`src/source/lsu_pkg.sv`:
```
// load/store unit shared definitions
// widths, funct3 access codes, MMIO map and address decode bit

package lsu_pkg;

    // ------------------------------
    // widths
    // ------------------------------

    // data and address width
    localparam int XLEN  = 32;
    // bytes per word, one enable per lane
    localparam int BYTES = XLEN / 8;

    // ------------------------------
    // access codes
    // ------------------------------

    // same encoding as RISC-V load/store funct3
    typedef logic [2:0] mem_size_t;

    localparam mem_size_t SIZE_B  = 3'd0;
    localparam mem_size_t SIZE_H  = 3'd1;
    localparam mem_size_t SIZE_W  = 3'd2;
    localparam mem_size_t SIZE_BU = 3'd4;
    localparam mem_size_t SIZE_HU = 3'd5;

    // ------------------------------
    // address map
    // ------------------------------

    // set selects MMIO, clear selects data memory
    localparam int MMIO_SEL_BIT = 31;

    // MMIO word index comes from address bits 4..2
    typedef logic [2:0] mmio_idx_t;

    // write side
    localparam mmio_idx_t MMIO_UART_TX     = 3'd0;
    localparam mmio_idx_t MMIO_CNT_RESET   = 3'd4;

    // read side
    localparam mmio_idx_t MMIO_UART_STATUS = 3'd0;
    localparam mmio_idx_t MMIO_UART_RX     = 3'd1;
    localparam mmio_idx_t MMIO_CYCLE_CNT   = 3'd5;
    localparam mmio_idx_t MMIO_INSTR_CNT   = 3'd6;

endpackage

```
`src/source/lsu_bus_slave.sv`:
```
// Wishbone classic slave front end
// takes one request at a time, registers it and fires a single access pulse

module lsu_bus_slave import lsu_pkg::*; (
    input  logic             clk,
    input  logic             rst,
    input  logic             wb_cyc,
    input  logic             wb_stb,
    input  logic             wb_we,
    input  logic [XLEN-1:0]  wb_adr,
    input  logic [XLEN-1:0]  wb_dat_w,
    input  mem_size_t        wb_size,
    input  logic             wb_ack,
    output logic             access,
    output logic             acc_write,
    output logic [XLEN-1:0]  acc_addr,
    output logic [XLEN-1:0]  acc_wdata,
    output mem_size_t        acc_size
);

    // request in flight, held until its ack cycle is over
    logic busy;
    logic accept;

    // new request only when idle and not inside an ack cycle
    assign accept = wb_cyc && wb_stb && !busy && !wb_ack;

    // ------------------------------
    // control
    // ------------------------------

    always_ff @(posedge clk) begin
        if (rst) begin
            busy   <= 1'b0;
            access <= 1'b0;
        end else begin
            // one cycle strobe towards the data space
            access <= accept;
            if (accept) begin
                busy <= 1'b1;
            end else if (wb_ack) begin
                busy <= 1'b0;
            end
        end
    end

    // ------------------------------
    // request fields
    // ------------------------------

    // held for the whole transaction, load align reads addr and size late
    always_ff @(posedge clk) begin
        if (accept) begin
            acc_write <= wb_we;
            acc_addr  <= wb_adr;
            acc_wdata <= wb_dat_w;
            acc_size  <= wb_size;
        end
    end

endmodule

```
`config.mk`:
```
export PLATFORM = sky130hd
export DESIGN_NAME = lsu_bus_slave
export DESIGN_NICKNAME = d
export VERILOG_FILES = /design/src/source/lsu_pkg.sv /design/src/source/lsu_bus_slave.sv
export SDC_FILE = /design/constraint.sdc
export NUM_CORES = 1
export LEC_CHECK = 0
export BUFFER_PORTS_ARGS = -buffer_cell sky130_fd_sc_hd__clkbuf_2
export CELL_PAD_IN_SITES_DETAIL_PLACEMENT = 1
export CELL_PAD_IN_SITES_GLOBAL_PLACEMENT = 1
export CORE_ASPECT_RATIO = 0.6
export CORE_MARGIN = 1.5
export CORE_UTILIZATION = 35
export DETAILED_ROUTE_END_ITERATION = 10
export GPL_TIMING_DRIVEN = 0
export PLACE_DENSITY_LB_ADDON = 0.1
export SLEW_MARGIN = 40
export SYNTH_ARGS = -nofsm -noshare
export SYNTH_HDL_FRONTEND = slang
export SYNTH_SLANG_ARGS = --single-unit
```
`constraint.sdc`:
```
create_clock -name clk -period 11.5 [get_ports clk]
set_input_delay 0.575 -clock clk [delete_from_list [all_inputs] [get_ports clk]]
set_output_delay 0.575 -clock clk [all_outputs]
set_load 0.005 [all_outputs]
```
After elaboration in Yosys (flattened, before gate mapping)
Index checks and enable logic that the tools add are counted.
{ "totals": {"register_bits": 70, "inputBits": 73, "output_inout_bits": 69} }
{ "op_classes": {"muxes": 2, "n_reduce_logical": 6} }
{ "ops": {"columns": ["operator", "count"], "rows": [
  ["$logic_and 1x1->1", 3],
  ["$logic_not 1->1", 2],
  ["$mux 1", 2],
  ["$reduce_bool 2->1", 1]
]} }

Longest topological paths before layout
{ "depth": {"depth_word": 4, "mapped_depth": 2, "mapped_depth_nobuf": 2} }

Worst setup path before layout
No wires, ideal clock.
{ "synth_timing": {"kind": "in2reg", "from": "in wb_cyc", "to": "reg acc_addr[0], enable pin", "arrival_ns": 5.259, "required_time_ns": 10.922, "path_slack_ns": 5.663, "path_stages": 2, "n_path_buf": 0, "path_cell_list": "nand2_1 nor3_1"} }
{ "synth_between": {"elab_chain_len": 3} }
{ "synth_lines": {"columns": ["element", "line_no", "source"], "rows": [
  ["start: declaration", "lsu_bus_slave.sv:7", "input logic wb_cyc,"],
  ["$logic_and 1x1->1 (3 in a row)", "lsu_bus_slave.sv:26", "assign accept = wb_cyc && wb_stb && !busy && !wb_ack;"],
  ["named net accept", "lsu_bus_slave.sv:23", "logic accept;"],
  ["end signal: assignment", "lsu_bus_slave.sv:55", "acc_addr <= wb_adr;"],
  ["end: declaration", "lsu_bus_slave.sv:16", "output logic [XLEN-1:0] acc_addr,"]
]} }
The timed path passes the listed nets, and every way through them passes these cells.
A chain may end at the register's enable or synchronous reset.

Worst setup path after layout
{ "layout_timing": {"from": "in wb_cyc", "to": "reg acc_addr[10], enable pin"} }
Same word-level chain as after synthesis.

==> results.json <==
{
  "netlist-cell-type-count": 6,
  "switchingPower_uw": 98.76,
  "ys_seq_area_share_pct": 98.52,
  "ant_nets": 0,
  "final_layout_size_suffix_gt1_share_pct": 69.29,
  "cts_tree": "done",
  "r2r_setup_slack_ns": 9.46,
  "grt_overflow": 0,
  "grt_max_degree": 13,
  "slew_headroom_pct": 66.72,
  "yosysTopAreaCell": "edfxtp_1",
  "cts.sinks": 70,
  "finClkSkew_ns": 0.006775,
  "ys_warn_count": 0,
  "rsz0062_at_grt": "false",
  "die-area_um2": 6528,
  "drt_iter0_markers": 31,
  "combPwrFrac_pct": 5.1,
  "slowest_stage": "nor3_2",
  "rr_worst_depth": 5,
  "setup_tns_ns": 0,
  "first_pass_iters": 4,
  "route.detailed.drc": 0,
  "stdcell_count": 321,
  "cp_max_fo": 9,
  "crit_family": "buffers and inverters",
  "cts_hold_buf": 0,
  "p_seq_share_pct": 58.0,
  "finalWirelength_mm": 4.626,
  "cp-end-kind": "flip-flop",
  "syn_area_um2": 2113,
  "start_util_pct": 37.06,
  "slew_viol_final": 0,
  "finalHoldViolCount": 0,
  "min_from": "wb_dat_w[21]",
  "grt_pass1_wl_mm": 7.003,
  "place_congestion": 0.6414,
  "n_antenna_cell": 0,
  "regToRegStartpoint": "busy$_SDFFE_PP0P_",
  "antenna_found_initial": 0,
  "hp-class": "input port to flip-flop",
  "critPathBufInv": 5,
  "hold_ws_ns": 0.4140,
  "max_slew.worst_pin.slew_ns": 0.4966,
  "fin_nets": 309,
  "ys_ff_latch": 70,
  "cts.clk_slew.worst_paths_ns": 0.08,
  "die_x_um": 103.3,
  "cts-root-buf": "clkbuf_8",
  "cts_setup_buffers": 0,
  "maxCapViolCount": 0,
  "synth_top_area_share_pct": 96.63,
  "whs_endpoint": "acc_wdata[21]$_DFFE_PP_",
  "irDropWorstVdd_uv": 78.23,
  "total_power_uw": 500.4,
  "numCtsBuffers": 9,
  "intPower_uw": 401.7,
  "min_period_ns": 2.072,
  "via_per_inst": 4.165,
  "syn_inst": 75,
  "crit_path_start_kind": "input port",
  "p_leak_uw": 0.001371,
  "synth_area_leaders": "edfxtp_1 (97%), dfxtp_1 (1.9%), nor4_2 (0.59%)",
  "timing.fmax_mhz": 482.7,
  "arrival_ns": 2.11,
  "powerDensity_nw_per_um2": 157.5,
  "status": "finished, final reports clean",
  "track_usage_pct": 14.95,
  "pwr-share-clk_pct": 37.0,
  "area.growth.synth_to_final_pct": 50.33,
  "max_stage_delay_ns": 0.40,
  "die_y_um": 63.19,
  "syn_avg_cell_area_um2": 28.18,
  "utilization_pct": 55.72,
  "vias": 1337,
  "crit_start": "wb_cyc",
  "dp_hpwl_mm": 3.745,
  "cts.path.max_buffers": 2,
  "synth_nets": 148,
  "p_sw_share_pct": 19.73,
  "setup_violations": 0,
  "cts_resized": 0,
  "reg2reg_to": "acc_addr[10]$_DFFE_PP_",
  "ctsHtreeMaxLevel": 3,
  "pin_count": 142,
  "period_share_pct": 18.01,
  "fillers": 561,
  "clock_latency_ns": 0.32,
  "row_count": 21,
  "criticalPathCategory": "input port to flip-flop",
  "holdPathStages": 1,
  "core_area_um2": 5702,
  "cp.required_ns": 11.54,
  "dp.cells": 305,
  "wire_per_inst_um": 14.41,
  "cp_cell_sequence": "clkbuf_2, nand2_1, nor3_2, buf_4, buf_2, buf_2, buf_4",
  "portBuffers": 141,
  "grt_pass1_vias": 1442
}
[synthesized netlist by cell type (all sizes together)]
cell type	instances
dfxtp	2
a21oi	1
nor4	1
nand2	1
edfxtp	68
nor3	2
[worst register-to-register path, delay by kind of cell, from the launching register on]
family        cells  cell delay [ns]
buf+inv           4             0.96
flops             1             0.34
simple gates      1             0.46
[per-layer routing]
layer,share of wire (%),track usage [%],routed length (um)
met1,36,15.35,1656
met2,49,24.75,2259
met3,15,9.545,673
met4,0.78,5.068,36
met5,0,0,0
[per-stage QoR]
stage,area (um^2),worst slack (ns)
3_5_place_dp,2987,9.079
3_3_place_gp,2919,4.283
6_report,3177,9.428
2_1_floorplan,2113,5.663
5_1_grt,3177,9.329
4_1_cts,3177,9.440
[flip-flops by register name, indices dropped and copies added, names as in the netlist]
name       flops
acc_addr      32
acc_size       3
acc_wdata     32
acc_write      1
access         1
busy           1
[power by group through the flow]
stage	logic [uW]	clock network, uW	registers (uW)
floorplan	2.99	0	298
global placement	22.6	0	297
detailed placement	25.9	0	296
CTS	26.0	192	290
global route	28.2	202	291
finish	25.3	185	290
[logic make-up (layout without fill, tap and decap cells)]
logic type / count (synthesis) / after routing / share of synthesized area [%]
AO/OA/AOI/OAI: 1 / 1 / 0.2366
buffers and inverters: 0 / 166 / 0
flip-flops: 70 / 70 / 98.52
AND/OR/NAND/NOR: 4 / 4 / 1.243
[placed cells by master, fill, tap and decap left out, drive strengths merged]
cell type / n
nor3: 2
nor4: 1
clkinvlp: 3
edfxtp: 68
clkinv: 2
a21oi: 1
buf: 9
nand2: 1
dfxtp: 2
clkbuf: 151
bufinv: 1
[worst max path at each step]
| stage | cells past startpoint | slack [ns] | end |
|---|---|---|---|
| CTS | 7 | 9.44 | acc_size[1]$_DFFE_PP_ |
| global placement | 3 | 4.28 | acc_size[1]$_DFFE_PP_ |
| detailed placement | 7 | 9.08 | acc_wdata[26]$_DFFE_PP_ |
| floorplan | 2 | 5.66 | acc_addr[0]$_DFFE_PP_ |
| finish | 7 | 9.43 | acc_addr[10]$_DFFE_PP_ |
| global route | 7 | 9.33 | acc_size[2]$_DFFE_PP_ |
[area by class of cell]
cell class / count / area (um^2) / share of cell area, %
flip-flops and latches: 70 / 2082 / 65.54
repair buffers: 150 / 768.2 / 24.18
clock buffers: 10 / 127.6 / 4.017
well taps: 80 / 100.1 / 3.151
clock inverters: 6 / 62.56 / 1.969
multi-input cells: 5 / 36.28 / 1.142
No activity file was read; power rests on OpenSTA's default activity.
