===== config.mk =====
export PLATFORM = sky130hd
export DESIGN_NAME = lsu_load_align
export DESIGN_NICKNAME = d
export VERILOG_FILES = /design/src/source/lsu_pkg.sv /design/src/source/lsu_load_align.sv
export SDC_FILE = /design/constraint.sdc
export NUM_CORES = 1
export LEC_CHECK = 0
export BUFFER_PORTS_ARGS = -buffer_cell sky130_fd_sc_hd__clkbuf_2
export CORE_ASPECT_RATIO = 0.7
export CORE_MARGIN = 1.5
export CORE_UTILIZATION = 46
export DETAILED_ROUTE_END_ITERATION = 6
export PLACE_DENSITY = 0.84
export SETUP_SLACK_MARGIN = 0.05
export SYNTH_ARGS = -nofsm -noshare
export SYNTH_HDL_FRONTEND = slang
export SYNTH_SLANG_ARGS = --single-unit

===== constraint.sdc =====
create_clock -name clk -period 2.4 [get_ports clk]
set_input_delay 0.48 -clock clk [delete_from_list [all_inputs] [get_ports clk]]
set_output_delay 0.48 -clock clk [all_outputs]
set_load 0.01 [all_outputs]

===== src/source/lsu_pkg.sv =====
// load/store unit shared definitions
// widths, funct3 access codes, MMIO map and address decode bit

package lsu_pkg;

    // ------------------------------
    // widths
    // ------------------------------

    // data and address width
    localparam int XLEN  = 32;
    // bytes per word, one enable per lane
    localparam int BYTES = XLEN / 8;

    // ------------------------------
    // access codes
    // ------------------------------

    // same encoding as RISC-V load/store funct3
    typedef logic [2:0] mem_size_t;

    localparam mem_size_t SIZE_B  = 3'd0;
    localparam mem_size_t SIZE_H  = 3'd1;
    localparam mem_size_t SIZE_W  = 3'd2;
    localparam mem_size_t SIZE_BU = 3'd4;
    localparam mem_size_t SIZE_HU = 3'd5;

    // ------------------------------
    // address map
    // ------------------------------

    // set selects MMIO, clear selects data memory
    localparam int MMIO_SEL_BIT = 31;

    // MMIO word index comes from address bits 4..2
    typedef logic [2:0] mmio_idx_t;

    // write side
    localparam mmio_idx_t MMIO_UART_TX     = 3'd0;
    localparam mmio_idx_t MMIO_CNT_RESET   = 3'd4;

    // read side
    localparam mmio_idx_t MMIO_UART_STATUS = 3'd0;
    localparam mmio_idx_t MMIO_UART_RX     = 3'd1;
    localparam mmio_idx_t MMIO_CYCLE_CNT   = 3'd5;
    localparam mmio_idx_t MMIO_INSTR_CNT   = 3'd6;

endpackage


===== src/source/lsu_load_align.sv =====
// load alignment and bus response
// shift, mask and extend the read word, register it with the ack

module lsu_load_align import lsu_pkg::*; (
    input  logic             clk,
    input  logic             rst,
    input  logic             done,
    input  logic [XLEN-1:0]  acc_addr,
    input  mem_size_t        acc_size,
    input  logic [XLEN-1:0]  rdata,
    output logic [XLEN-1:0]  wb_dat_r,
    output logic             wb_ack
);

    // addressed byte moved down to lane 0
    logic [XLEN-1:0] shifted;
    logic [XLEN-1:0] load_val;

    assign shifted = rdata >> {acc_addr[1:0], 3'b000};

    // keep byte, half or word
    // signed codes copy the top kept bit upwards
    always_comb begin
        case (acc_size)
            SIZE_B:  load_val = {{(XLEN-8){shifted[7]}}, shifted[7:0]};
            SIZE_H:  load_val = {{(XLEN-16){shifted[15]}}, shifted[15:0]};
            SIZE_BU: load_val = {{(XLEN-8){1'b0}}, shifted[7:0]};
            SIZE_HU: load_val = {{(XLEN-16){1'b0}}, shifted[15:0]};
            default: load_val = shifted;
        endcase
    end

    // ------------------------------
    // response
    // ------------------------------

    // single cycle ack per request
    always_ff @(posedge clk) begin
        if (rst) begin
            wb_ack <= 1'b0;
        end else begin
            wb_ack <= done;
        end
    end

    // store responses carry whatever was read, master ignores them
    always_ff @(posedge clk) begin
        if (done) begin
            wb_dat_r <= load_val;
        end
    end

endmodule


* Yosys cells after proc, flatten, opt, wreduce, memory -nomap -nowiden
Cells that the tools add are included.
** Cells by class
- Eq/ne operators :: 3
- Shift-type cells :: 1
- Mux-type cells :: 1
- Reductions and logical operators :: 1
** Operator list (count)
- $pmux 32 s4 :: 1
- $shr 32x5->32 :: 1
- $eq 3x3->1 const B :: 2
- $eq 3x1->1 const B :: 1
- $logic_not 3->1 :: 1
** Storage, ports and cells
- Register bits after elaboration :: 33
- Bits of input ports :: 70
- Output and inout port bits :: 33

* Longest topological paths before layout
Gate-level depths: netlist of run 1.
- Depth in word-level cells :: 2
- Gate-level depth with buffers :: 5
- Gate-level depth less buffers :: 3

* Least setup slack after synthesis of run 1
No wires, ideal clock.
- Path type :: input port to flip-flop
- Start :: input acc_addr[1]
- End :: register wb_dat_r[17], data pin
- Data arrival time :: 1.518 ns
- Slack :: 0.611 ns
- Cell stages on the path :: 5
- Path buffers :: 2
- Cells stage by stage :: buf_6 > mux4_2 > nor2_4 > buf_6 > o32ai_1
** Between the ends
- Longest elaborated chain between the ends :: 2
** Ends and longest elaborated chain
- start, declared :: RTL line lsu_load_align.sv:8 : input logic [XLEN-1:0] acc_addr,
- $shr 32x5->32 :: RTL line lsu_load_align.sv:19 : assign shifted = rdata >> {acc_addr[1:0], 3'b000};
- $pmux 32 s4 :: RTL line lsu_load_align.sv:24 : case (acc_size)
- net load_val[17] :: RTL line lsu_load_align.sv:17 : logic [XLEN-1:0] load_val;
- end signal, assigned :: RTL line lsu_load_align.sv:49 : wb_dat_r <= load_val;
- end, declared :: RTL line lsu_load_align.sv:11 : output logic [XLEN-1:0] wb_dat_r,
The timed path passes the listed nets, and every way through them passes these cells.
A chain may end at the register's enable or synchronous reset.

* Worst setup path after layout of run 1
- Start :: input acc_addr[1]
- End :: register wb_dat_r[20], data pin
Same word-level chain as after synthesis.

==> results.cfg, run 1 <==
[status]
outcome = completed

[cells_and_area]
synthToLayoutAreaGrowth_pct = 28.2
multi_input_area_um2 = 662
nets = 276
seqCellArea_um2 = 981
n_antenna_cell = 0
layout-drive-gt1-share_pct = 43.5
utilization_pct = 62.2
fin_area_um2 = 2200
nFillCells = 306

[placed_design]
routabilityCongestion = 0.785
place_area_um2 = 2100
dp_hpwl_um = 2850
numPortBuffers = 72

[drt]
drtAntennaViolNets = 0
drt_pass1_iterations = 4
wire_per_inst_um = 15.6
vias = 1423
post_drt_via_cell_ratio = 5.54
wirelength_um = 4010
drt_iter0_markers = 77
drcViolationCount = 0

[sta]
setup_tns_ns = 0
setup_viol = 0
rsz0062_at_grt = no
hold_viol = 0
post-route-period-util_pct = 69.2
slew_headroom_pct = 44.5
worst_pin_slew_ns = 0.833
slew_violations = 0
fin_crit_ns = 1.66
max_freq_mhz = 602

[power]
ir_worst_vdd_mv = 0.327
totalPowerFinal_mw = 1.44
p_leak_nw = 0.929
p_per_area_nw_per_um2 = 655

[global_routing]
overflow = 0
track_usage_pct = 20.9
grt_pass1_vias = 1322
grt_max_degree = 34
grt_pass1_wl_um = 6260
antenna_found_initial = 0

[synth]
syn_inst = 137
yosys_warnings = 0
synth_top_area_share_pct = 56.0
ys_types = 25
ys_ff_latch = 33
netlist_top_cells_area = edfxtp_1 (56%), mux2i_1 (9.3%), a21oi_1 (4.1%), o32ai_1 (4.1%), o31ai_1 (3.5%)
seq_area_frac_synth_pct = 57.1
syn_nets = 207
yosys.area.top_type = edfxtp_1
synth_area_um2 = 1720
avgSynthCellArea_um2 = 12.5

[clocking]
cts_hold_buffers = 0
cts_max_path_buffers = 2
ctsHtreeMaxLevel = 2
cts.repair.resized = 0
post-cts-setup-buffer-count = 0
cts_buffers = 5
cts_tree = yes
root_buffer = clkbuf_8
path_clk_slew_ns = 0.07
cts.sinks = 33

[floorplan]
io_pins = 103
core_region_area_um2 = 3540
die_h_um = 54.1
initial_utilization_pct = 48.5
rows = 18
die_w_um = 76.0
die_area_um2 = 4110

[worst_setup_path]
worstSetupPathType = input port to flop
critPathArrivalTime_ns = 1.68
path_max_fanout = 16
worstSetupEndpointType = flop
crit_path_start_kind = input port
worstPathRequired_ns = 2.42

[run]
cap_violations = 0

[min_path]
holdCritPathClass = input port to flop
[cells by family (layout without fill, tap and decap cells)]
group	count (synthesis)	count (layout)	synth area share [%]
AO/OA/AOI/OAI	47	47	19.7
flip-flops	33	33	57.1
AND/OR/NAND/NOR	25	25	8.24
multiplexers	17	17	10.6
buffers and inverters	15	85	4.30
[power by group]
group          leakage, nW  total, mW  switching [mW]  internal [mW]
Combinational        0.556      0.268           0.152          0.116
Sequential           0.318      0.716          0.0160          0.700
Clock               0.0542      0.457           0.198          0.259
[layout make-up]
cell class | count | share of cell area [%]
clock buffer | 7 | 4.38
multi-input combinational | 89 | 30.1
timing repair buffer | 76 | 17.7
inverter | 1 | 0.171
sequential | 33 | 44.6
clock inverter | 1 | 0.227
tap | 50 | 2.84
[flip-flops by register name, summed over array words and instances (netlist names)]
name,count
wb_dat_r,32
wb_ack,1
[placed cells by master (no fill, tap or decap), drive strengths merged, types with 3 or more instances in the layout]
master	n
clkbuf	79
edfxtp	32
mux2i	16
a21oi	15
nor2b	9
nand2	9
o32ai	8
o31ai	8
a211oi	7
a2bb2oi	6
buf	4
or2	3
[through the flow]
step                      hold WS, ns  std cells  worst slack (ns)
final                           0.343        257             0.739
after global routing            0.337        257             0.609
after CTS                       0.334        257             0.751
after detailed placement        0.643        249             0.446
after global placement          0.644        249             0.488
after floorplan                 0.552        137             0.611
[final timing paths]
check	end	depth (start not counted)	from	slack [ns]
min	wb_ack$_SDFF_PP0_	2	rst	0.34
max	wb_dat_r[20]$_DFFE_PP_	5	acc_addr[1]	0.74
[per-layer routing]
metal / up-vias / track usage (%) / part of all wire (%) / wire length [um]
li1: 679 / - / - / -
met1: 666 / 26.3 / 46 / 1850
met2: 74 / 32.6 / 44 / 1770
met3: 4 / 7.97 / 9.1 / 365
met4: 0 / 9.57 / 0.90 / 36
met5: - / 0 / 0 / 0
[synthesized netlist by cell type]
master	instances
nor2b_1	9
buf_2	2
mux2i_1	16
clkbuf_1	6
o32ai_1	8
nand2b_1	1
nor3b_1	1
buf_1	4
a21oi_2	1
nand2_1	9
buf_6	2
a2bb2oi_1	6
or2_2	3
dfxtp_1	1
a21oi_1	14
a211oi_1	7
o31ai_1	8
mux4_2	1
o21a_1	1
o211a_1	1
a31oi_1	1
edfxtp_1	32
inv_1	1
nand3b_1	1
nor2_4	1
[worst max-delay path: stages]
cell	delay, ns
clkbuf_2	0.11
buf_4	0.17
mux2i_1	0.25
o211a_1	0.50
o32ai_1	0.16
Power figures use the tool's default switching activity.
==> inputs of run 2 (changes only) <==
- CORE_UTILIZATION: 46 -> 43
- PLACE_DENSITY: 0.84 -> 0.8
- clock period: 2.4 -> 1.6 ns (I/O delays scaled with it)
==> run 2 against run 1 <==
Net effect:
- count of clock-buffer cells in the layout unchanged
- non-clock buffer count up 9
- total power up 53%
- sequential power up 49%
- cell area up 5.9%
- largest cell class unchanged
- combinational power up 68%
- die area up 6.6%
==> results.cfg, run 2 (synthesized netlist as in run 1, its figures left out) <==
[global_routing]
grt_pass1_wl_um = 6240
grt_pass1_vias = 1288
track_usage_pct = 19.3
top_usage_layer = met2
grt_max_degree = 34
overflow = 0
met1_usage_pct = 26.0
globalRouteMet3Util_pct = 7.70
antenna_found_initial = 0
grt_use_met2_pct = 28.0

[drt]
wire_per_inst_um = 15.0
drt_pass1_iterations = 4
wirelength_um = 3990
drcViolationCount = 0
vias = 1439
drt_iter0_markers = 78
post_drt_via_cell_ratio = 5.41
drtAntennaViolNets = 0

[placed_design]
place_area_um2 = 2230
dp_slack_ns = -0.0713
numPortBuffers = 72
dpl.cell_count = 258
routabilityCongestion = 0.762
dp_hpwl_um = 2950

[worst_setup_path]
worstSetupEndpointType = flop
crit_path_start_kind = input port
worstSetupPathType = input port to flop
path_max_fanout = 16
worstPathRequired_ns = 1.67
critPathArrivalTime_ns = 1.46

[power]
sw_frac_of_total_pct = 25.4
p_int_mw = 1.65
pwr-share-clk_pct = 31.2
p_sw_mw = 0.561
p_leak_nw = 0.994
seq_power_share_pct = 48.5
combPwrFrac_pct = 20.3
ir_worst_vdd_mv = 0.560
p_per_area_nw_per_um2 = 948

[cells_and_area]
nFillCells = 292
utilization_pct = 63.5
fin_area_um2 = 2330
n_antenna_cell = 0
synthToLayoutAreaGrowth_pct = 35.8
layout_commonest_cell = clkbuf_2
layout_common_cells = clkbuf_2 (72), edfxtp_1 (32), mux2i_1 (16)
nets = 285
largest_reg_flops = 32
layout-drive-gt1-share_pct = 45.8
top_regs = wb_dat_r (32), wb_ack (1)
stdcell_count = 266
largest-register = wb_dat_r

[clocking]
cts_tree = yes
cts_max_path_buffers = 2
cts.sinks = 33
ctsHtreeMaxLevel = 2
cts_buffers = 5
cts_hold_buffers = 0
post-cts-setup-buffer-count = 0
path_clk_slew_ns = 0.07
root_buffer = clkbuf_8
cts.repair.resized = 0

[status]
outcome = completed

[floorplan]
die_area_um2 = 4390
die_w_um = 78.5
core_region_area_um2 = 3670
initial_utilization_pct = 46.8
rows = 18
die_h_um = 55.9
io_pins = 103

[sta]
max_freq_mhz = 718
worst_pin_slew_ns = 0.480
setup_tns_ns = 0
rsz0062_at_grt = no
fin_crit_ns = 1.39
slew_headroom_pct = 67.9
post-route-period-util_pct = 87.0
hold_viol = 0
setup_viol = 0
fin_ws_ns = 0.208
slew_violations = 0

[min_path]
holdCritPathClass = input port to flop

[run]
cap_violations = 0
## run 2: layout make-up
cell class / count / area (um2) / share of cell area [%]
clock buffers: 7 / 96.3 / 4.13
clock inverters: 1 / 5.00 / 0.215
inverters: 1 / 3.75 / 0.161
multi-input cells: 89 / 662 / 28.4
flip-flops and latches: 33 / 981 / 42.1
well taps: 50 / 62.6 / 2.68
repair buffers: 85 / 520 / 22.3
## run 2: power by group through the flow
stage                     sequential (mW)  clock [mW]  combinational (mW)
after CTS                            1.07       0.707               0.452
after global routing                 1.08       0.744               0.485
final                                1.07       0.689               0.449
after floorplan                      1.14           0               0.178
after global placement               1.09           0               0.441
after detailed placement             1.09           0               0.450
## run 2: layer usage
metal / vias up / routed length, um
li1: 699 / -
met1: 660 / 1810
met2: 74 / 1750
met3: 6 / 373
met4: 0 / 51
met5: - / 0
## run 2: path summary, 6_finish.rpt
path | from | end | slack, ns | cells past startpoint
setup / recovery | acc_addr[1] | wb_dat_r[21]$_DFFE_PP_ | 0.21 | 6
hold / removal | rst | wb_ack$_SDFF_PP0_ | 0.18 | 2
## run 2: critical path, cell delays in order
cell,delay [ns]
clkbuf_2,0.10
buf_4,0.17
mux2i_1,0.14
o211a_1,0.25
buf_12,0.15
o32ai_1,0.32
## run 2: metrics by stage
stage	hold WS (ns)	total power [mW]
final	0.181	2.21
after global routing	0.187	2.31
after CTS	0.177	2.23
after detailed placement	0.488	1.54
after global placement	0.484	1.53
after floorplan	0.392	1.31
