[src/source/lsu_pkg.sv]
// load/store unit shared definitions
// widths, funct3 access codes, MMIO map and address decode bit

package lsu_pkg;

    // ------------------------------
    // widths
    // ------------------------------

    // data and address width
    localparam int XLEN  = 32;
    // bytes per word, one enable per lane
    localparam int BYTES = XLEN / 8;

    // ------------------------------
    // access codes
    // ------------------------------

    // same encoding as RISC-V load/store funct3
    typedef logic [2:0] mem_size_t;

    localparam mem_size_t SIZE_B  = 3'd0;
    localparam mem_size_t SIZE_H  = 3'd1;
    localparam mem_size_t SIZE_W  = 3'd2;
    localparam mem_size_t SIZE_BU = 3'd4;
    localparam mem_size_t SIZE_HU = 3'd5;

    // ------------------------------
    // address map
    // ------------------------------

    // set selects MMIO, clear selects data memory
    localparam int MMIO_SEL_BIT = 31;

    // MMIO word index comes from address bits 4..2
    typedef logic [2:0] mmio_idx_t;

    // write side
    localparam mmio_idx_t MMIO_UART_TX     = 3'd0;
    localparam mmio_idx_t MMIO_CNT_RESET   = 3'd4;

    // read side
    localparam mmio_idx_t MMIO_UART_STATUS = 3'd0;
    localparam mmio_idx_t MMIO_UART_RX     = 3'd1;
    localparam mmio_idx_t MMIO_CYCLE_CNT   = 3'd5;
    localparam mmio_idx_t MMIO_INSTR_CNT   = 3'd6;

endpackage

[src/source/lsu_store_align.sv]
// store alignment
// moves store data into its byte lanes and builds the byte enable mask

module lsu_store_align import lsu_pkg::*; (
    input  logic             acc_write,
    input  logic [XLEN-1:0]  acc_addr,
    input  logic [XLEN-1:0]  acc_wdata,
    input  mem_size_t        acc_size,
    output logic [XLEN-1:0]  lane_data,
    output logic [BYTES-1:0] byte_en
);

    // byte offset inside the word
    logic [1:0]       offset;
    // enables before the offset shift
    logic [BYTES-1:0] size_mask;

    assign offset = acc_addr[1:0];

    // offset in bytes -> shift in bits
    assign lane_data = acc_wdata << {offset, 3'b000};

    // one, two or four lanes from the size
    always_comb begin
        case (acc_size)
            SIZE_B, SIZE_BU: begin
                size_mask = BYTES'(4'b0001);
            end
            SIZE_H, SIZE_HU: begin
                size_mask = BYTES'(4'b0011);
            end
            SIZE_W: begin
                size_mask = '1;
            end
            default: begin
                // unused codes treated as a full word
                size_mask = '1;
            end
        endcase
    end

    // loads never write, so all lanes stay off
    assign byte_en = acc_write ? (size_mask << offset) : '0;

endmodule

[config.mk]
export PLATFORM = sky130hd
export DESIGN_NAME = lsu_store_align
export DESIGN_NICKNAME = d
export VERILOG_FILES = /design/src/source/lsu_pkg.sv /design/src/source/lsu_store_align.sv
export SDC_FILE = /design/constraint.sdc
export NUM_CORES = 1
export LEC_CHECK = 0
export BUFFER_PORTS_ARGS = -buffer_cell sky130_fd_sc_hd__buf_2
export CORE_MARGIN = 2
export CORE_UTILIZATION = 31
export DETAILED_ROUTE_END_ITERATION = 16
export PLACE_DENSITY = 0.93
export SETUP_SLACK_MARGIN = 0.3
export SYNTH_ARGS = -nofsm -noshare
export SYNTH_HDL_FRONTEND = slang
export SYNTH_SLANG_ARGS = --single-unit
[constraint.sdc]
create_clock -name vclk -period 2.02
set_clock_uncertainty 0.15 [all_clocks]
set_input_delay 0.202 -clock vclk [all_inputs]
set_output_delay 0.202 -clock vclk [all_outputs]
set_load 0.02 [all_outputs]
## Word-level counts from Yosys, hierarchy flattened

Cells that the tools add are included.

- Register bits: 0
- Input port bits: 68
- Output and inout port bits: 36
- Logic and storage cells: 10

- Equality and inequality tests: 3
- Shift operators: 2
- Muxes and demuxes: 2
- Reductions and logical operators: 3

Operators by type and width:

| kind | count |
|---|---|
| $shl A32 B5 Y32 | 1 |
| $pmux W4 S2 | 1 |
| $eq A3 B3 Y1 const B | 2 |
| $mux W4 | 1 |
| $reduce_or A2 Y1 | 2 |
| $shl A4 B2 Y4 | 1 |
| $eq A3 B1 Y1 const B | 1 |
| $logic_not A3 Y1 | 1 |

## Depth between registers and ports, before layout

Gate-level depths: netlist of run 1.

- Depth after elaboration: 5
- Gate-level depth with buffers: 4
- Mapped depth without buffers: 2

## Worst setup path after synthesis of run 1

No wires, ideal clock.

- Path type: input-to-output
- Start point: input acc_addr[1]
- End point: output byte_en[1]
- Arrival time: 1.004 ns
- Required time: 1.668 ns
- Path slack: 0.664 ns
- Stages: 3
- Buffers on the path: 2
- Cells stage by stage: buf_6 -> buf_6 -> nor3b_1

- Longest elaborated chain between the ends: 2

RTL lines:

| what | line | text |
|---|---|---|
| from (decl) | lsu_store_align.sv:6 | `input logic [XLEN-1:0] acc_addr,` |
| $shl A4 B2 Y4 | lsu_store_align.sv:43 | `assign byte_en = acc_write ? (size_mask << offset) : '0;` |
| $mux W4 | lsu_store_align.sv:43 |  |
| to (decl) | lsu_store_align.sv:10 | `output logic [BYTES-1:0] byte_en` |

Every way passes these cells.

## Worst setup path in the final report of run 1

- Start point: input acc_addr[0]
- End point: output byte_en[2]

The elaborated chain is that of the path after synthesis.

==> results.py, run 1 <==
metrics = {
    "floorplan": {
        "rows": 15,
        "core_area_sq_mm": 0.00178,
        "chipHeight_um": 48.1,
        "die_x_um": 48.1,
        "die_area_sq_mm": 0.00231,
        "initial_core_util_pct": 33.8,
        "ios": 104,
    },
    "drt": {
        "post_drt_wl_per_cell_um": 11.9,
        "first_pass_iters": 1,
        "wirelength_um": 2020,
        "postRouteAntennaNets": 0,
        "drc_errors": 0,
        "vias": 835,
        "viasPerCell": 4.91,
        "drtIter0Drc": 0,
    },
    "timing": {
        "min_period_ns": 1.59,
        "setup_viol": 0,
        "hold_viol": 0,
        "rsz0062_at_grt": "no",
        "finalCritPeriodShare_pct": 78.6,
        "maxSlewViolCount": 0,
        "fin_setup_tns_ns": 0,
        "relSlewSlack_pct": 78.7,
        "worst_pin_slew_ns": 0.320,
        "fmax_mhz": 630,
    },
    "cells_and_area": {
        "diodes": 0,
        "utilization_pct": 55.5,
        "fill_cells": 157,
        "seq_cell_count": 0,
        "clkbuf_count": 0,
        "area_delta_synth_final_pct": 64.1,
        "fin_nets": 215,
        "drive_gt1_share_pct": 55.2,
        "multi_input_area_sq_um": 536,
        "ff_latch_area_sq_um": 0,
    },
    "worst_setup_path": {
        "crit_fanout": 15,
        "startpoint": "acc_addr[0]",
        "cp_slowest_stage_delay_ns": 0.30,
        "critPathKind": "input port to output port",
        "critPathCapture": "byte_en[2]",
        "cp_num_cells": 5,
        "crit_slowest_cell": "a211o_1",
        "crit_arrival_ns": 1.24,
        "crit_required_ns": 1.67,
        "critPathLaunchType": "input port",
        "cp_top_family": "buffers and inverters",
        "cp.buffers_inverters": 3,
        "end_kind": "output port",
        "path_cells": "buf_2, buf_4, a211o_1, and3_1, buf_2",
        "critPathMostFrequentCell": "buf_2",
    },
    "placed_design": {
        "gp_congestion": 0.736,
        "portBuffers": 73,
        "hpwl_um": 1730,
    },
    "global_routing": {
        "gr-usage-met1_pct": 16.5,
        "grt_pass1_vias": 708,
        "grt-busiest-layer": "met2",
        "grt_max_degree": 17,
        "grt_usage_pct": 16.3,
        "antenna_found_initial": 0,
        "grt_pass1_wl_um": 2830,
        "gr-usage-met2_pct": 36.8,
        "met3_usage_pct": 0.370,
        "grt_overflow_total": 0,
    },
    "power_and_ir_drop": {
        "p_int_mw": 0.117,
        "pwr-share-comb_pct": 100.0,
        "p_per_area_mw_per_mm2": 278,
        "p_clk_share_pct": 0,
        "netSwitchingPower_mw": 0.159,
        "p_seq_share_pct": 0,
        "switching_share_pct": 57.6,
        "peakVddDrop_mv": 0.129,
        "p_leak_nw": 0.609,
    },
    "min_path": {
        "hp-class": "input port to output port",
    },
    "job": {
        "cap_violations": 0,
    },
    "logic_synthesis": {
        "syn_area_per_cell_sq_um": 8.26,
        "ys_seq_area_share_pct": 0,
        "yosys.cell_count.top_type": "mux2i_1",
        "yosys_warnings": 0,
        "synth.area.top_cells": "mux2i_1 (53%), o2bb2ai_1 (12%), and2_1 (9.3%), buf_6 (5.6%), nor2_1 (5.0%)",
        "ys_types": 16,
        "synthCells": 73,
        "synth_top_area_share_pct": 53.1,
        "netlist_top_cells_count": "mux2i_1 (32), and2_1 (9), nor2_1 (8), o2bb2ai_1 (8), buf_6 (3)",
        "synth_area_leader_cell": "mux2i_1",
        "synthesis.nets": 141,
        "netlist_area_sq_um": 603,
    },
    "cts": {
        "ctsResizeCount": 0,
        "cts_setup_buffers": 0,
        "ctsHoldBuffers": 0,
    },
    "outcome": {
        "status": "complete, no violations",
    },
}
==> final cells by class <==
cell class                      instances  share of cell area [%]
Timing Repair Buffer                   79                    42.7
Tap cell                               25                    3.16
Multi-Input combinational cell         66                    54.1
==> power groups by stage <==
stage / clock, mW / combinational, mW / sequential, mW
final: 0 / 0.275 / 0
after global routing: 0 / 0.298 / 0
after CTS: 0 / 0.277 / 0
after detailed placement: 0 / 0.276 / 0
after global placement: 0 / 0.265 / 0
after floorplan: 0 / 0.172 / 0
==> per-stage QoR <==
step	instance area [sq um]	setup slack, ns	hold WS [ns]	instances	total power [mW]
3_5_place_dp	990	0.427	0.603	170	0.276
2_1_floorplan	603	0.664	0.404	73	0.172
3_3_place_gp	990	0.467	0.597	170	0.265
4_1_cts	990	0.427	0.608	170	0.277
5_1_grt	990	0.384	0.627	170	0.298
6_report	990	0.432	0.606	170	0.275
==> layer usage <==
metal	wire [um]	share of wire, %
met1	734	36
met2	1130	56
met3	160	7.9
met4	0	0
met5	0	0
==> logic make-up (layout without fill, tap and decap cells) <==
logic type / Yosys count / in the layout / share of synthesized area (%)
mux: 32 / 32 / 53.1
simple gates: 23 / 23 / 20.1
compound gates: 11 / 11 / 15.6
buf+inv: 7 / 79 / 11.2
==> cell usage in the layout (no fill, tap or decap) <==
cell type   n
buf_2      73
and2_1      9
o2bb2ai_1   8
nor2b_1     1
and3_1      1
nor3b_1     1
a211o_1     1
nor2_2      1
nor2_1      8
nor3_1      1
o21a_1      2
mux2i_1    32
buf_4       5
nand2_1     1
buf_12      1
==> worst min-delay path by stage <==
stage | depth (start not counted) | startpoint | slack [ns] | end
2_1_floorplan | 1 | acc_write | 0.40 | byte_en[3]
3_3_place_gp | 3 | acc_write | 0.60 | byte_en[3]
3_5_place_dp | 3 | acc_wdata[1] | 0.60 | lane_data[1]
4_1_cts | 3 | acc_wdata[1] | 0.61 | lane_data[1]
5_1_grt | 3 | acc_wdata[0] | 0.63 | lane_data[0]
6_report | 3 | acc_wdata[1] | 0.61 | lane_data[1]
Power figures use the tool's default switching activity.
==> inputs of run 2 (changes only) <==
CORE_UTILIZATION = 26   (was 31)
PLACE_DENSITY = 0.84   (was 0.93)
clock period = 1.35 ns   (was 2.02 ns; I/O delays follow)
==> run 2 against run 1 <==
  * Clock-buffer cell count unchanged
  * Largest cell class is now non-clock buffers
  * Worst hold slack worse by 0.14 ns
  * Die area up 18%
  * Via count grew 11%
  * Combinational power grew to 2.6 times the previous value
  * First-iteration DRC count rose by 1
==> results.py, run 2 (synthesized netlist as in run 1, its figures left out) <==
metrics = {
    "floorplan": {
        "die_x_um": 52.2,
        "initial_core_util_pct": 27.3,
        "ios": 104,
        "die_area_sq_mm": 0.00272,
        "rows": 17,
        "core_area_sq_mm": 0.00221,
        "chipHeight_um": 52.2,
    },
    "worst_setup_path": {
        "cp_top_family": "buffers and inverters",
        "cp.buffers_inverters": 4,
        "crit_slowest_cell": "mux2i_1",
        "crit_required_ns": 1.07,
        "critPathLaunchType": "input port",
        "critPathCapture": "lane_data[24]",
        "crit_arrival_ns": 0.97,
        "critPathKind": "input port to output port",
        "crit_fanout": 8,
        "cp_slowest_stage_delay_ns": 0.17,
        "startpoint": "acc_addr[1]",
        "path_cells": "buf_12, buf_12, buf_6, mux2i_1, mux2i_1, buf_4",
        "cp_num_cells": 6,
        "end_kind": "output port",
    },
    "global_routing": {
        "grt_pass1_wl_um": 4360,
        "antenna_found_initial": 0,
        "grt_pass1_vias": 988,
        "grt_usage_pct": 21.1,
        "grt_overflow_total": 0,
        "grt_max_degree": 10,
    },
    "drt": {
        "post_drt_wl_per_cell_um": 15.0,
        "viasPerCell": 5.01,
        "postRouteAntennaNets": 0,
        "first_pass_iters": 3,
        "vias": 931,
        "wirelength_um": 2780,
        "drtIter0Drc": 1,
        "drc_errors": 0,
    },
    "power_and_ir_drop": {
        "pwr-share-comb_pct": 100.0,
        "total_power_mw": 0.725,
        "p_per_area_mw_per_mm2": 417,
        "p_int_mw": 0.392,
        "switching_share_pct": 45.9,
        "p_seq_share_pct": 0,
        "peakVddDrop_mv": 0.257,
        "netSwitchingPower_mw": 0.332,
        "p_leak_nw": 0.802,
        "p_clk_share_pct": 0,
    },
    "cells_and_area": {
        "utilization_pct": 78.5,
        "final_cells": 186,
        "drive_gt1_share_pct": 86.1,
        "clkbuf_count": 0,
        "diodes": 0,
        "area_delta_synth_final_pct": 188,
        "seq_cell_count": 0,
        "layout_common_cells": "buf_2 (37), buf_6 (28), buf_4 (14), mux2i_1 (13), mux2i_2 (10)",
        "ff_latch_area_sq_um": 0,
        "fin_nets": 228,
        "fin_area_sq_mm": 0.00174,
        "mostFrequentLayoutCell": "buf_2",
    },
    "timing": {
        "rsz0062_at_grt": "yes",
        "relSlewSlack_pct": 84.0,
        "finalCritPeriodShare_pct": 92.8,
        "fmax_mhz": 798,
        "worst_pin_slew_ns": 0.233,
        "hold_viol": 0,
        "fin_ws_ns": 0.0969,
        "fin_setup_tns_ns": 0,
        "min_period_ns": 1.25,
        "setup_viol": 0,
        "maxSlewViolCount": 0,
        "holdWs_ns": 0.470,
    },
    "placed_design": {
        "hpwl_um": 1640,
        "postPlaceCellArea_sq_mm": 0.00109,
        "gp_congestion": 0.677,
        "portBuffers": 73,
        "place_ws_ns": 0.0135,
        "dp_cells": 178,
    },
    "min_path": {
        "hp-class": "input port to output port",
    },
    "job": {
        "cap_violations": 0,
    },
    "outcome": {
        "status": "complete, no violations",
    },
}
run 2: cell count changes in the layout (fill, tap and decap cells not counted), moves of 10 or more:
cell     previous run  this run
mux2i_2             0        10
mux2i_1            32        13
buf_6               0        28
buf_2              73        37
run 2: final cells by class:
class	instances	area, sq um
fillers	146	475
well taps	28	35.0
repair buffers	92	871
multi-input cells	66	831
run 2: how the worst min path moves through the flow:
stage	startpoint	endpoint	cells past startpoint
floorplan	acc_write	byte_en[3]	1
global placement	acc_wdata[5]	lane_data[5]	3
detailed placement	acc_wdata[5]	lane_data[5]	3
CTS	acc_wdata[10]	lane_data[18]	3
global route	acc_wdata[7]	lane_data[7]	3
finish	acc_wdata[15]	lane_data[23]	3
run 2: metal layers:
| layer | GRT usage [%] | part of all wire (%) | wire length [um] | up-vias |
|---|---|---|---|---|
| met5 | 0 | 0 | 0 | - |
| met4 | 1.71 | 0.68 | 19 | 0 |
| met3 | 1.15 | 5.4 | 151 | 2 |
| met2 | 46.8 | 57 | 1590 | 42 |
| met1 | 21.3 | 37 | 1020 | 441 |
| li1 | - | - | - | 446 |
run 2: power by group through the flow:
stage          clock, mW  sequential [mW]  combinational (mW)
2_1_floorplan          0                0               0.282
3_3_place_gp           0                0               0.446
3_5_place_dp           0                0               0.452
4_1_cts                0                0               0.688
5_1_grt                0                0               0.762
6_report               0                0               0.725
run 2: timing repair:
| action | CTS | global route |
|---|---|---|
| setup endpoints to repair | 36 | 36 |
| hold buffers | 0 | 0 |
| pin swaps | 9 | 5 |
| buffers inserted | 4 | 1 |
| resized for setup | 122 | 11 |
| cloned | 2 | 1 |
| hold endpoints to repair | 0 | 0 |
==> inputs of run 3 (changes only) <==
PLACE_DENSITY = 0.8   (was 0.84)
==> run 3 against run 2 <==
  * Maximum frequency fell by 1.5%
  * Global-route usage fell by 2.6 points
  * Critical path depth did not move
  * Clock-buffer cell count did not move
  * Worst hold slack improved by 0.0061 ns
  * Combinational power rose by 2%
  * Total power rose by 2.0%
  * Utilization rose by 1.5 points
  * Sequential share of layout area did not move
  * Critical path type unchanged
==> results.py, run 3 (synthesized netlist as in run 1, its figures left out) <==
metrics = {
    "power_and_ir_drop": {
        "p_leak_nw": 0.827,
        "peakVddDrop_mv": 0.263,
        "switching_share_pct": 45.8,
        "p_clk_share_pct": 0,
        "p_per_area_mw_per_mm2": 418,
        "p_seq_share_pct": 0,
        "pwr-share-comb_pct": 100.0,
        "p_int_mw": 0.400,
        "netSwitchingPower_mw": 0.338,
    },
    "cts": {
        "ctsHoldBuffers": 0,
    },
    "timing": {
        "relSlewSlack_pct": 80.9,
        "min_period_ns": 1.27,
        "setup_viol": 0,
        "fin_ws_ns": 0.0773,
        "rsz0062_at_grt": "yes",
        "hold_viol": 0,
        "worst_pin_slew_ns": 0.279,
        "finalCritPeriodShare_pct": 94.3,
        "fin_setup_tns_ns": 0,
        "maxSlewViolCount": 0,
        "fmax_mhz": 786,
        "holdWs_ns": 0.476,
    },
    "floorplan": {
        "rows": 17,
        "initial_core_util_pct": 27.3,
        "chipHeight_um": 52.2,
        "core_area_sq_mm": 0.00221,
        "die_area_sq_mm": 0.00272,
        "ios": 104,
        "die_x_um": 52.2,
    },
    "cells_and_area": {
        "diodes": 0,
        "multi_input_area_sq_um": 827,
        "fin_area_sq_mm": 0.00177,
        "fin_nets": 231,
        "layout_common_cells": "buf_2 (38), buf_6 (25), buf_4 (17), mux2i_1 (13), mux2i_2 (11)",
        "mostFrequentLayoutCell": "buf_2",
        "seq_cell_count": 0,
        "clkbuf_count": 0,
        "fill_cells": 146,
        "ff_latch_area_sq_um": 0,
        "drive_gt1_share_pct": 85.7,
        "area_delta_synth_final_pct": 193,
    },
    "drt": {
        "first_pass_iters": 2,
        "drtIter0Drc": 3,
        "vias": 959,
        "post_drt_wl_per_cell_um": 15.9,
        "wirelength_um": 3010,
        "viasPerCell": 5.07,
        "drc_errors": 0,
        "postRouteAntennaNets": 0,
    },
    "global_routing": {
        "grt_overflow_total": 0,
        "grt_usage_pct": 18.4,
        "antenna_found_initial": 0,
        "grt_pass1_wl_um": 3890,
        "grt_pass1_vias": 907,
        "grt_max_degree": 11,
    },
    "worst_setup_path": {
        "critPathKind": "input port to output port",
        "critPathMostFrequentCell": "buf_12",
        "path_cells": "buf_12, buf_12, buf_6, mux2i_2, mux2i_1, buf_4",
        "crit_arrival_ns": 0.99,
        "critPathLaunchType": "input port",
        "crit_fanout": 5,
        "crit_required_ns": 1.07,
        "startpoint": "acc_addr[1]",
        "crit_slowest_cell": "mux2i_1",
        "end_kind": "output port",
        "cp_slowest_stage_delay_ns": 0.17,
    },
    "min_path": {
        "min_from": "acc_wdata[8]",
        "hp-class": "input port to output port",
    },
    "job": {
        "cap_violations": 0,
    },
    "placed_design": {
        "portBuffers": 73,
        "postPlaceCellArea_sq_mm": 0.00107,
        "hpwl_um": 1810,
        "place_ws_ns": -0.0535,
        "gp_congestion": 0.694,
    },
    "outcome": {
        "status": "complete, no violations",
    },
}
[run 3: cell types whose count changed in the layout (fill, tap and decap cells not counted), sizes merged]
cell    before  now
buf         90   91
bufbuf       1    2
nor2         9   10
[run 3: final timing paths]
check | slack [ns] | cells past startpoint | end
min | 0.48 | 3 | lane_data[16]
max | 0.08 | 6 | lane_data[24]
[run 3: area by class of cell]
cell class                      count  area share, %
Multi-Input combinational cell     67           46.7
Timing Repair Buffer               94           51.3
Tap cell                           28           1.98
[run 3: power by group through the flow]
stage	sequential [mW]	combinational (mW)	clock (mW)
floorplan	0	0.282	0
global placement	0	0.436	0
detailed placement	0	0.450	0
CTS	0	0.623	0
global route	0	0.772	0
finish	0	0.739	0
[run 3: worst max-delay path, delay by kind of cell]
family | cells | cell delay (ns)
buffers and inverters | 4 | 0.54
muxes | 2 | 0.32
[run 3: timing repair]
item	4_1_cts	5_1_grt
setup endpoints to repair	36	36
cloned	4	1
pin swaps	9	15
resized for setup	78	48
setup buffers	5	2
[run 3: layer usage]
metal	GRT usage (%)	vias to the layer above	share of wire [%]
met5	0	-	0
li1	-	451	-
met2	40.3	44	58
met4	1.71	0	1.1
met3	1.72	4	6.2
met1	18.6	460	35
[run 3: per-stage QoR]
| stage | total power, mW | utilization, % | std cells |
|---|---|---|---|
| 5_1_grt | 0.772 | 80.0 | 189 |
| 6_report | 0.739 | 80.0 | 189 |
| 2_1_floorplan | 0.282 | - | 73 |
| 3_3_place_gp | 0.436 | 48.4 | 177 |
| 3_5_place_dp | 0.450 | 48.4 | 177 |
| 4_1_cts | 0.623 | 67.6 | 186 |
